**src/source/cyc_pkg.sv**
```systemverilog
package cyc_pkg;

  localparam int CFG_DATA_W = 16;

  // raw data word of one configuration write.
  typedef logic [CFG_DATA_W-1:0] cfg_data_t;

  typedef enum logic {
    CFG_LENGTH = 1'b0,
    CFG_RUN    = 1'b1
  } cfg_sel_e;

  typedef struct packed {
    logic      we;
    cfg_sel_e  sel;
    cfg_data_t data;
  } cfg_req_t;

  // IDLE pre-fills the skid store, WORK refills it from the RAM.
  typedef enum logic {
    IDLE = 1'b0,
    WORK = 1'b1
  } buf_state_e;

endpackage
```
**src/source/cyclic_buffer_top.sv**
```systemverilog
module cyclic_buffer_top #(
  parameter int DEPTH   = 8,
  parameter int WIDTH   = 64,
  parameter int LATENCY = 3
) (
  input  logic              clk,
  input  logic              arst_n,
  input  cyc_pkg::cfg_req_t cfg,
  input  logic              s_valid_ready,
  input  logic [WIDTH-1:0]  s_data,
  input  logic              m_ready,
  output logic              m_valid,
  output logic [WIDTH-1:0]  m_data
);
  localparam int ADDR_W = $clog2(DEPTH);

  logic [ADDR_W-1:0] addr_max_1;
  logic              clken;
  logic              ram_we;
  logic [ADDR_W-1:0] ram_waddr;
  logic [WIDTH-1:0]  ram_wdata;
  logic [ADDR_W-1:0] ram_raddr;
  logic [WIDTH-1:0]  ram_rdata;

  cyclic_cfg_regs #(
    .DEPTH   (DEPTH),
    .LATENCY (LATENCY)
  ) u_cfg_regs (
    .clk        (clk),
    .arst_n     (arst_n),
    .cfg        (cfg),
    .addr_max_1 (addr_max_1),
    .clken      (clken)
  );

  always_valid_cyclic_bram #(
    .DEPTH   (DEPTH),
    .WIDTH   (WIDTH),
    .LATENCY (LATENCY)
  ) u_replay (
    .clk           (clk),
    .clken         (clken),
    .arst_n        (arst_n),
    .s_valid_ready (s_valid_ready),
    .s_data        (s_data),
    .m_ready       (m_ready),
    .addr_max_1    (addr_max_1),
    .ram_rdata     (ram_rdata),
    .m_valid       (m_valid),
    .m_data        (m_data),
    .ram_we        (ram_we),
    .ram_waddr     (ram_waddr),
    .ram_wdata     (ram_wdata),
    .ram_raddr     (ram_raddr)
  );

  sdpram #(
    .DEPTH   (DEPTH),
    .WIDTH   (WIDTH),
    .LATENCY (LATENCY)
  ) u_ram (
    .clk    (clk),
    .arst_n (arst_n),
    .clken  (clken),
    .wea    (ram_we),
    .addra  (ram_waddr),
    .dina   (ram_wdata),
    .addrb  (ram_raddr),
    .doutb  (ram_rdata)
  );

endmodule

```
**src/source/always_valid_cyclic_bram.sv**
```systemverilog
module always_valid_cyclic_bram #(
  parameter int DEPTH   = 8,
  parameter int WIDTH   = 64,
  parameter int LATENCY = 3
) (
  input  logic                     clk,
  input  logic                     clken,
  input  logic                     arst_n,
  input  logic                     s_valid_ready,
  input  logic [WIDTH-1:0]         s_data,
  input  logic                     m_ready,
  input  logic [$clog2(DEPTH)-1:0] addr_max_1,
  input  logic [WIDTH-1:0]         ram_rdata,
  output logic                     m_valid,
  output logic [WIDTH-1:0]         m_data,
  output logic                     ram_we,
  output logic [$clog2(DEPTH)-1:0] ram_waddr,
  output logic [WIDTH-1:0]         ram_wdata,
  output logic [$clog2(DEPTH)-1:0] ram_raddr
);
  import cyc_pkg::*;

  localparam int BUF_DEPTH = LATENCY + 1;
  localparam int ADDR_W    = $clog2(DEPTH);
  localparam int PTR_W     = $clog2(BUF_DEPTH);

  typedef logic [WIDTH-1:0]  word_t;
  typedef logic [ADDR_W-1:0] addr_t;
  typedef logic [PTR_W-1:0]  ptr_t;

  buf_state_e state_q;
  buf_state_e state_d;
  addr_t      waddr_q;
  addr_t      raddr_q;
  addr_t      first_raddr;
  ptr_t       w_ptr_q;
  ptr_t       r_ptr_q;
  word_t      skid [BUF_DEPTH];
  word_t      skid_wdata;
  logic       skid_we;
  logic       w_ptr_last;
  logic       beat;
  logic       ram_valid;
  logic       last_write;

  assign beat       = m_valid && m_ready;
  assign last_write = s_valid_ready && (waddr_q == addr_max_1);
  assign w_ptr_last = (w_ptr_q == ptr_t'(BUF_DEPTH - 1));

  // words 0 to LATENCY sit in the skid store, so replay reads start after them.
  // a sequence of exactly LATENCY+1 words wraps straight back to 0.
  assign first_raddr = (addr_max_1 == addr_t'(LATENCY)) ? '0 : addr_t'(BUF_DEPTH);

  always_comb begin
    state_d    = state_q;
    skid_we    = 1'b0;
    skid_wdata = ram_rdata;
    case (state_q)
      IDLE: begin
        skid_we    = s_valid_ready;
        skid_wdata = s_data;
        if (s_valid_ready && w_ptr_last) begin
          state_d = WORK;
        end
      end
      WORK: begin
        skid_we = ram_valid;
      end
    endcase
  end

  always_ff @(posedge clk or negedge arst_n) begin
    if (!arst_n) begin
      state_q <= IDLE;
      w_ptr_q <= '0;
    end else if (clken) begin
      state_q <= state_d;
      if (skid_we) begin
        w_ptr_q <= w_ptr_last ? '0 : w_ptr_q + 1'b1;
      end
    end
  end

  always_ff @(posedge clk) begin
    if (clken && skid_we) begin
      skid[w_ptr_q] <= skid_wdata;
    end
  end

  // load side address counts from 0.
  always_ff @(posedge clk or negedge arst_n) begin
    if (!arst_n) begin
      waddr_q <= '0;
    end else if (clken && s_valid_ready) begin
      waddr_q <= (waddr_q == addr_max_1) ? '0 : waddr_q + 1'b1;
    end
  end

  // each accepted beat takes one RAM read and frees one skid slot.
  always_ff @(posedge clk or negedge arst_n) begin
    if (!arst_n) begin
      raddr_q <= addr_t'(BUF_DEPTH);
      r_ptr_q <= '0;
    end else if (clken) begin
      if (last_write) begin
        raddr_q <= first_raddr;
      end else if (beat) begin
        raddr_q <= (raddr_q == addr_max_1) ? '0 : raddr_q + 1'b1;
      end
      if (beat) begin
        r_ptr_q <= (r_ptr_q == ptr_t'(BUF_DEPTH - 1)) ? '0 : r_ptr_q + 1'b1;
      end
    end
  end

  always_ff @(posedge clk or negedge arst_n) begin
    if (!arst_n) begin
      m_valid <= 1'b0;
    end else if (clken && last_write) begin
      m_valid <= 1'b1;
    end
  end

  // marks the cycle where the word read for a beat leaves the RAM.
  n_delay #(
    .N          (LATENCY),
    .DATA_WIDTH (1)
  ) u_rd_valid (
    .clk      (clk),
    .arst_n   (arst_n),
    .clken    (clken),
    .data_in  (beat),
    .data_out (ram_valid)
  );

  assign m_data    = skid[r_ptr_q];
  assign ram_we    = s_valid_ready;
  assign ram_waddr = waddr_q;
  assign ram_wdata = s_data;
  assign ram_raddr = raddr_q;

  // a refill must never land in the slot that is on the output.
  a_hold_on_stall: assert property (
    @(posedge clk) disable iff (!arst_n)
    m_valid && !(clken && m_ready) |=> $stable(m_data)
  ) else begin
    $error("m_data changed while the output was stalled");
  end

  // reloading needs a reset first.
  a_no_load_in_replay: assert property (
    @(posedge clk) disable iff (!arst_n)
    m_valid |-> !s_valid_ready
  ) else begin
    $error("load strobe seen during replay");
  end

endmodule

```
**src/source/cyclic_cfg_regs.sv**
```systemverilog
module cyclic_cfg_regs #(
  parameter int DEPTH   = 8,
  parameter int LATENCY = 3
) (
  input  logic                     clk,
  input  logic                     arst_n,
  input  cyc_pkg::cfg_req_t        cfg,
  output logic [$clog2(DEPTH)-1:0] addr_max_1,
  output logic                     clken
);
  import cyc_pkg::*;

  localparam int ADDR_W = $clog2(DEPTH);

  typedef logic [ADDR_W-1:0] addr_t;

  // sequence length minus one, which is the last replayed address.
  addr_t len_m1_q;
  logic  run_q;

  // writes land even while stopped, so run can be set again.
  always_ff @(posedge clk or negedge arst_n) begin
    if (!arst_n) begin
      len_m1_q <= addr_t'(DEPTH - 1);
      run_q    <= 1'b0;
    end else if (cfg.we) begin
      case (cfg.sel)
        CFG_LENGTH: begin
          len_m1_q <= cfg.data[ADDR_W-1:0];
        end
        CFG_RUN: begin
          run_q <= cfg.data[0];
        end
      endcase
    end
  end

  assign addr_max_1 = len_m1_q;
  assign clken      = run_q;

  // the skid store needs LATENCY+1 words and the RAM holds DEPTH of them.
  a_len_range: assert property (
    @(posedge clk) disable iff (!arst_n)
    cfg.we && (cfg.sel == CFG_LENGTH) |->
      (cfg.data >= CFG_DATA_W'(LATENCY)) && (cfg.data <= CFG_DATA_W'(DEPTH - 1))
  ) else begin
    $error("sequence length write %0d out of range", cfg.data);
  end

endmodule

```
**src/source/sdpram.sv**
```systemverilog
module sdpram #(
  parameter int DEPTH   = 8,
  parameter int WIDTH   = 64,
  parameter int LATENCY = 3
) (
  input  logic                     clk,
  input  logic                     arst_n,
  input  logic                     clken,
  input  logic                     wea,
  input  logic [$clog2(DEPTH)-1:0] addra,
  input  logic [WIDTH-1:0]         dina,
  input  logic [$clog2(DEPTH)-1:0] addrb,
  output logic [WIDTH-1:0]         doutb
);
  typedef logic [WIDTH-1:0] word_t;

  word_t mem [DEPTH];
  word_t rd_q;

  // array read is the first of the LATENCY stages.
  always_ff @(posedge clk) begin
    if (clken) begin
      if (wea) begin
        mem[addra] <= dina;
      end
      rd_q <= mem[addrb];
    end
  end

  // output pipeline registers of the block RAM.
  n_delay #(
    .N          (LATENCY - 1),
    .DATA_WIDTH (WIDTH)
  ) u_out_pipe (
    .clk      (clk),
    .arst_n   (arst_n),
    .clken    (clken),
    .data_in  (rd_q),
    .data_out (doutb)
  );

endmodule

```
**src/source/n_delay.sv**
```systemverilog
module n_delay #(
  parameter int N          = 1,
  parameter int DATA_WIDTH = 1
) (
  input  logic                  clk,
  input  logic                  arst_n,
  input  logic                  clken,
  input  logic [DATA_WIDTH-1:0] data_in,
  output logic [DATA_WIDTH-1:0] data_out
);
  typedef logic [DATA_WIDTH-1:0] word_t;

  if (N == 0) begin : g_pass
    assign data_out = data_in;
  end else begin : g_chain
    word_t stage [N];

    // stage 0 takes the input, the last stage is the output.
    always_ff @(posedge clk or negedge arst_n) begin
      if (!arst_n) begin
        for (int i = 0; i < N; i++) begin
          stage[i] <= '0;
        end
      end else if (clken) begin
        stage[0] <= data_in;
        for (int i = 1; i < N; i++) begin
          stage[i] <= stage[i-1];
        end
      end
    end

    assign data_out = stage[N-1];
  end

endmodule

```
**config.mk**
```make
export PLATFORM = sky130hd
export DESIGN_NAME = cyclic_buffer_top
export DESIGN_NICKNAME = d
export VERILOG_FILES = /design/src/source/cyc_pkg.sv /design/src/source/cyclic_buffer_top.sv /design/src/source/always_valid_cyclic_bram.sv /design/src/source/cyclic_cfg_regs.sv /design/src/source/sdpram.sv /design/src/source/n_delay.sv
export SDC_FILE = /design/constraint.sdc
export NUM_CORES = 1
export LEC_CHECK = 0
export ABC_CLOCK_PERIOD_IN_PS = 6800
export BUFFER_PORTS_ARGS = -buffer_cell sky130_fd_sc_hd__buf_2
export CORE_ASPECT_RATIO = 0.75
export CORE_MARGIN = 2
export CORE_UTILIZATION = 30
export DETAILED_ROUTE_END_ITERATION = 10
export PLACE_DENSITY_LB_ADDON = 0.12
export SLEW_MARGIN = 10
export SYNTH_ARGS = -nofsm -noshare
export SYNTH_HDL_FRONTEND = slang
export SYNTH_SLANG_ARGS = --single-unit
```
**constraint.sdc**
```tcl
create_clock -name clk -period 6.8 [get_ports clk]
set_input_delay 1.36 -clock clk [delete_from_list [all_inputs] [get_ports clk]]
set_output_delay 1.36 -clock clk [all_outputs]
set_load 0.05 [all_outputs]
```
==> metrics.txt, run 1 <==
routed via count 16200; RSZ-0062 raised after global routing false; drt pass-1 iters 4; Synth top cells by count edfxtp_1 (832), mux2_2 (264), mux4_2 (192), dfrtp_1 (143), buf_2 (28); via/cell ratio 4.603; Final Routed Wirelength 84230 µm; internal cell power 0.01320 W; sw frac 30.12%; clock power share 28.7%; max_slew headroom 35.23%; crit path capture type output port; crit path launch u_replay.r_ptr_q[0]; post-synth top area share 67.76%; worst slew pin tran 0.9692 ns; layout cells sized above 1 42.28%; CTS hold repair buffers 0; Reg clk slew, reported paths 0.06 ns; Wirelength per Cell 23.94 µm; fmax 219.7 MHz; Initial Util 30.20%; first-pass GRT wire length 123600 µm; pins over their slew limit 0; Top Ports 151; RePlAce Congestion 0.6542; count leader, synth edfxtp_1; GRT Total Usage 13.56%; final worst setup slack 2.248 ns; worst-skew pair later-pin latency 0.70 ns; die extent in y 307.6 µm; CTS tree yes; asr flop ratio synth 15.02%; DRC Markers 0; Worst VDD drop 0.2655 mV; die area 125800 µm²; status finished, final reports clean; largest net degree at the start of global routing 93; Syn Nets 1679; post-synthesis sequential area ratio 77.75%; CP Max Fanout 33; critical path endpoint m_data[33]; Mapped Area 36870 µm²; standard-cell rows 111; final hold violation count 0; post-cts resize count 0; Filler cells 11320; Critical Path RT 5.44 ns; root buffer cell clkbuf_16; CP arrival 3.19 ns; Port Buffer Count 137; multi-input logic area 7874 µm²; Netlist cell types 34; Syn. warnings 0; TritonCTS Sinks 979; r2r worst-path depth 4; Reg area 28690 µm²; Horiz. Die Dim 408.8 µm; syn_area_per_cell 23.25 µm²; remaining global-route overflow 0; layout net count 1881; Post-synth EDFFs 832; Leakage 14.05 nW; largest area contributor in the netlist edfxtp_1; Comb power frac 25.6%; DR iter-0 viols 896; max cap viols 0; worst r2r dst u_ram.mem[1][30]; initial antenna violation count 15; Top FF cell, synth edfxtp_1; share of power burned in registers 45.7%; synthesized flop and latch total 979; setup bufs post-CTS 0; Tightest Hold Check Type reg2reg; top cells by area, synth edfxtp_1 (68%), mux4_2 (12%), dfrtp_1 (9.7%), mux2_2 (8.1%), buf_2 (0.38%); Final Cycle Share 66.94%; hpwl dp 45290 µm; PD cells 440.3 nW/µm²; min Tclk post-route 4.552 ns; r2r startpoint u_cfg_regs.clken; clk_skew 0.02536 ns; Area Growth Syn to Fin 16.32%; number of global-route vias before repair 17840; WS Path Type reg2out; core area 122100 µm²; Psw 0.005687 W; Startpoint Class register; Mapped Cells 1586; clock buffer count from CTS 104; number of nets still failing antenna checks after routing 0; Post-Route Setup TNS 0 ns; H-tree levels 3; reg-to-reg setup timing slack 3.54 ns; Longest Clk Path Bufs 3; post-place setup slack 2.773 ns; final setup vio count 0
## metal layers
| layer | part of all wire (%) | GRT usage (%) | wire length, µm | vias to the layer above |
|---|---|---|---|---|
| li1 | - | - | - | 6976 |
| met1 | 46 | 18.30 | 38650 | 8825 |
| met2 | 48 | 21.95 | 40290 | 230 |
| met3 | 4.2 | 3.372 | 3498 | 148 |
| met4 | 2.0 | 3.415 | 1689 | 18 |
| met5 | 0.12 | 0 | 104 | - |
## worst min path at each step
stage	to	cells after the start	startpoint	slack, ns
floorplan	u_ram.u_out_pipe.g_chain.stage[83]	1	u_ram.rd_q[19]	0.45
global placement	u_ram.u_out_pipe.g_chain.stage[67]	1	u_ram.rd_q[3]	0.46
detailed placement	u_ram.u_out_pipe.g_chain.stage[65]	1	u_ram.rd_q[1]	0.46
CTS	u_ram.u_out_pipe.g_chain.stage[85]	1	u_ram.rd_q[21]	0.47
global route	u_ram.u_out_pipe.g_chain.stage[67]	1	u_ram.rd_q[3]	0.49
finish	u_ram.u_out_pipe.g_chain.stage[85]	1	u_ram.rd_q[21]	0.47
## kinds of logic (layout without fill, tap and decap cells)
group	count (synthesis)	in the layout	synth area share, %
mux	459	459	19.88
buf+inv	77	369	1.103
xor+xnor	9	9	0.2138
flops	979	979	77.75
other cells	0	3	0
fa+ha+maj	7	7	0.2375
simple gates	42	42	0.5735
compound gates	13	13	0.2443
## placed cells by master (no fill, tap or decap), types with 5 or more instances in the layout
cell and count:
edfxtp_1 832, mux2_2 264, mux4_2 192, dfrtp_1 137
buf_2 136, clkbuf_16 106, buf_4 31, clkbuf_1 30
clkinv_1 21, clkinv_2 19, clkbuf_8 13, nand2_1 9
ha_1 7, nor2_4 6, xor2_1 6, dfrtp_4 6
o21ai_0 5
## power by group through the flow
stage | combinational (W) | sequential, W | clock (W)
global placement | 0.00490 | 0.00874 | 0
finish | 0.00483 | 0.00863 | 0.00542
detailed placement | 0.00497 | 0.00879 | 0
CTS | 0.00499 | 0.00867 | 0.00562
global route | 0.00522 | 0.00877 | 0.00586
floorplan | 0.00393 | 0.00835 | 0
## through the flow
step,std cells,area [µm²],power (W),hold slack (ns),utilization [%]
after floorplan,1586,36880,0.01229,0.4538,-
after global placement,3320,39600,0.01364,0.4586,32.43
after detailed placement,3320,39600,0.01376,0.4623,32.43
after CTS,3516,42880,0.01928,0.4698,35.13
after global routing,3516,42880,0.01986,0.4862,35.13
final,3519,42890,0.01888,0.4689,35.13
## worst max-delay path, cell delays in order, from the launching register on
cell and delay [ns]:
dfrtp_4 0.92, buf_4 0.59, mux4_2 0.65, buf_2 0.25
## flip-flops by register name, summed over array words and instances, names as in the netlist, 2 cells and up
name                               cells
u_replay.u_rd_valid.g_chain.stage      2
u_replay.r_ptr_q                       2
u_ram.u_out_pipe.data_out             64
u_ram.rd_q                            64
u_replay.ram_raddr                     3
u_ram.u_out_pipe.g_chain.stage        64
u_replay.skid                        256
u_cfg_regs.addr_max_1                  3
u_replay.ram_waddr                     3
u_ram.mem                            512
u_replay.w_ptr_q                       2
## final cells by class
type,count,area share (%)
Multi-Input combinational cell,530,18.36
Clock buffer,148,6.832
Sequential cell,979,66.90
Clock inverter,48,0.8285
Tap cell,1638,4.779
Timing Repair Buffer,170,2.255
Antenna cell,3,0.01750
Inverter,3,0.02626
Power figures use the tool's default switching activity.
==> run 2: changes to the inputs <==
--- a/config.mk
+++ b/config.mk
@@ -5,7 +5,8 @@
 export SDC_FILE = /design/constraint.sdc
 export NUM_CORES = 1
 export LEC_CHECK = 0
-export ABC_CLOCK_PERIOD_IN_PS = 6800
+export ABC_AREA = 1
+export ABC_CLOCK_PERIOD_IN_PS = 4500
 export BUFFER_PORTS_ARGS = -buffer_cell sky130_fd_sc_hd__buf_2
 export CORE_ASPECT_RATIO = 0.75
 export CORE_MARGIN = 2
==> constraint.sdc (replaced) <==
create_clock -name clk -period 4.5 [get_ports clk]
set_input_delay 0.9 -clock clk [delete_from_list [all_inputs] [get_ports clk]]
set_output_delay 0.9 -clock clk [all_outputs]
set_load 0.05 [all_outputs]
==> metrics.txt, run 2 <==
status finished, final reports clean (unchanged); PD cells 679.3 nW/µm² (was 440.3 nW/µm²); layout cells sized above 1 11.06% (was 42.28%); Mapped Cells 3090 (was 1586); share of power burned in registers 42.6% (was 45.7%); max cap viols 0 (unchanged); WS Path Type reg2out (unchanged); hold slack 0.3499 ns (was 0.4689 ns); Final Routed Wirelength 101900 µm (was 84230 µm); Tightest Hold Check Type in2async (was reg2reg); worst-skew pair later-pin latency 0.67 ns (was 0.70 ns); CP Max Fanout 55 (was 33); Startpoint Class register (unchanged); most common cell after layout, fill and taps aside edfxtp_1 (unchanged); Cells after DPL 4747 (was 3320); most frequent cells in the layout edfxtp_1 (832), nand2_1 (563), nor2_1 (521) (was edfxtp_1 (832), mux2_2 (264), mux4_2 (192)); Psw 0.01066 W (was 0.005687 W); DR iter-0 viols 1714 (was 896); TritonCTS Sinks 979 (unchanged); crit path capture type output port (unchanged); die extent in y 311.6 µm (was 307.6 µm); GRT Total Usage 15.61% (was 13.56%); standard-cell rows 112 (was 111); Reg clk slew, reported paths 0.06 ns (about the same); RePlAce Congestion 0.7265 (was 0.6542); Worst VDD drop 0.3169 mV (was 0.2655 mV); count leader, synth edfxtp_1 (unchanged); top cells by area, synth edfxtp_1 (66%), dfrtp_1 (9.5%), o21ai_0 (5.8%), nand2_1 (5.6%), nor2_1 (5.3%) (was edfxtp_1 (68%), mux4_2 (12%), dfrtp_1 (9.7%), mux2_2 (8.1%), buf_2 (0.38%)); Top FF cell, synth edfxtp_1 (unchanged); post-route insts no fill 4950 (was 3519); root buffer cell clkbuf_16 (unchanged); Final Cycle Share 80.68%; Port Buffer Count 137 (unchanged); Top Ports 151 (unchanged); final worst setup slack 0.8692 ns (was 2.248 ns); largest registers u_ram.mem: 512 flops, u_replay.skid: 256 flops (unchanged); Netlist cell types 23 (was 34); Worst path slowest cell dfrtp_4 (unchanged); pins over their slew limit 0 (unchanged); remaining global-route overflow 0 (unchanged); number of global-route vias before repair 22640 (was 17840); Placed Area 40460 µm² (was 39600 µm²); Filler cells 12140 (was 11320); layout net count 3296 (was 1881); setup bufs post-CTS 0 (unchanged); post-cts resize count 0 (unchanged); total power 0.02979 W (was 0.01888 W); Wirelength per Cell 20.58 µm (was 23.94 µm); Syn Nets 3183 (was 1679); post-place setup slack 1.483 ns (was 2.773 ns); CTS hold repair buffers 0 (unchanged); clock power share 28.4% (was 28.7%); syn_area_per_cell 12.25 µm² (was 23.25 µm²); Longest Clk Path Bufs 3 (unchanged); largest area contributor in the netlist edfxtp_1 (unchanged); RSZ-0062 raised after global routing false (unchanged); synthesized flop and latch total 979 (unchanged); first-pass GRT wire length 150200 µm (was 123600 µm); Post-synth EDFFs 832 (unchanged); hpwl dp 55840 µm (was 45290 µm); register name with the most flops u_ram.mem (unchanged); cells along the critical path clkinv_2 -> buf_12 -> o21ai_0 -> o22ai_1 -> buf_2 (was buf_4 -> mux4_2 -> buf_2); Mapped Area 37840 µm² (was 36870 µm²); largest net degree at the start of global routing 99 (was 93); final setup vio count 0 (unchanged); cell area after layout 43860 µm² (was 42890 µm²); post-synth top area share 66.03% (was 67.76%); CP arrival 2.73 ns (was 3.19 ns); final hold violation count 0 (unchanged); max_slew headroom 13.18% (was 35.23%); post-synthesis sequential area ratio 75.76% (was 77.75%); sw frac 35.78% (was 30.12%); die area 129000 µm² (was 125800 µm²); via/cell ratio 4.709 (was 4.603); Area Growth Syn to Fin 15.92% (was 16.32%); Critical Path RT 3.60 ns (was 5.44 ns); min Tclk post-route 3.631 ns; worst slew pin tran 1.289 ns (was 0.9692 ns); routed via count 23310 (was 16200); internal cell power 0.01913 W (was 0.01320 W); slowest stage delay, CP 0.51 ns (was 0.92 ns); clock buffer count from CTS 106 (was 104); number of nets still failing antenna checks after routing 0 (unchanged); Initial Util 30.34% (was 30.20%); CTS tree yes (unchanged); Comb power frac 29.0% (was 25.6%); Syn. warnings 0 (unchanged); initial antenna violation count 26 (was 15); Synth top cells by count edfxtp_1 (832), nand2_1 (563), nor2_1 (533), o21ai_0 (442), o21ai_1 (203) (was edfxtp_1 (832), mux2_2 (264), mux4_2 (192), dfrtp_1 (143), buf_2 (28)); DRC Markers 0 (unchanged); clk_skew 0.01393 ns (was 0.02536 ns); max FFs per register 512 (unchanged); asr flop ratio synth 15.02% (unchanged); drt pass-1 iters 5 (was 4); Leakage 15.67 nW (was 14.05 nW); core area 124700 µm² (was 122100 µm²); Horiz. Die Dim 414.1 µm (was 408.8 µm); H-tree levels 3 (unchanged); fmax 275.4 MHz
-- run 2: changes by cell type in the layout (fill, tap and decap cells not counted), sizes merged, moves of 7 or more --
| cell | delta |
|---|---|
| mux2 | -265 |
| o22ai | +64 |
| o21ai | +640 |
| nand2 | +554 |
| mux4 | -192 |
| inv | +90 |
| buf | +20 |
| nor2 | +523 |
| nand3 | +7 |
-- run 2: per-stage QoR --
stage	setup TNS, ns	util, %
2_1_floorplan	-249.53	-
3_3_place_gp	0	32.44
3_5_place_dp	0	32.44
4_1_cts	0	35.15
5_1_grt	0	35.16
6_report	0	35.17
-- run 2: cell families (layout without fill, tap and decap cells) --
kind of cell    Yosys count  in the layout  share of synthesized area, %
xor+xnor                  3              3                       0.06945
fa+ha+maj                 7              7                        0.2314
buf+inv                 277            479                         3.217
other cells               0              5                             0
simple gates           1108           1108                         11.04
flops                   979            979                         75.76
compound gates          716            716                         9.685
-- run 2: worst max-delay path: cells and delay by family (launching register included) --
kind / cells / cell delay [ns]
buffers and inverters: 3 / 1.09
AOI/OAI and AO/OA: 2 / 0.43
DFF: 1 / 0.51
-- run 2: power groups by stage --
stage	Clock, W	Combinational, W	Sequential (W)
finish	0.00845	0.00865	0.0127
global route	0.00904	0.00967	0.0128
CTS	0.00869	0.00879	0.0127
detailed placement	0	0.00877	0.0129
global placement	0	0.00859	0.0128
floorplan	0	0.00614	0.0126
-- run 2: per-layer routing --
metal	global-route usage, %	part of all wire, %	vias to the layer above
li1	-	-	11010
met1	22.44	48	11610
met2	24.02	44	484
met3	3.377	5.8	179
met4	3.788	2.2	26
met5	0	0.15	-
-- run 2: worst paths after layout --
path | startpoint | to | slack, ns | cells after the start
worst min-delay path | arst_n | u_ram.u_out_pipe.g_chain.stage[73] | 0.35 | 1
max in group asynchronous | arst_n | u_ram.u_out_pipe.data_out[37] | 3.23 | 2
worst min register to register | u_ram.rd_q[53] | u_ram.u_out_pipe.g_chain.stage[117] | 0.44 | 2
min in group clk | u_ram.rd_q[53] | u_ram.u_out_pipe.g_chain.stage[117] | 0.44 | 2
worst max register to register | u_cfg_regs.clken | u_ram.mem[0][34] | 1.67 | 5
worst max-delay path | u_replay.r_ptr_q[0] | m_data[61] | 0.87 | 5
-- run 2: area by class of cell --
type | count | area (µm²) | share of cell area [%]
inverters | 93 | 357.8 | 0.8158
multi-input cells | 1834 | 8045 | 18.34
clock buffers | 149 | 3000 | 6.840
flip-flops and latches | 979 | 28680 | 65.39
well taps | 1653 | 2068 | 4.715
repair buffers | 189 | 1308 | 2.981
clock inverters | 48 | 387.9 | 0.8843
diodes | 5 | 12.51 | 0.02852
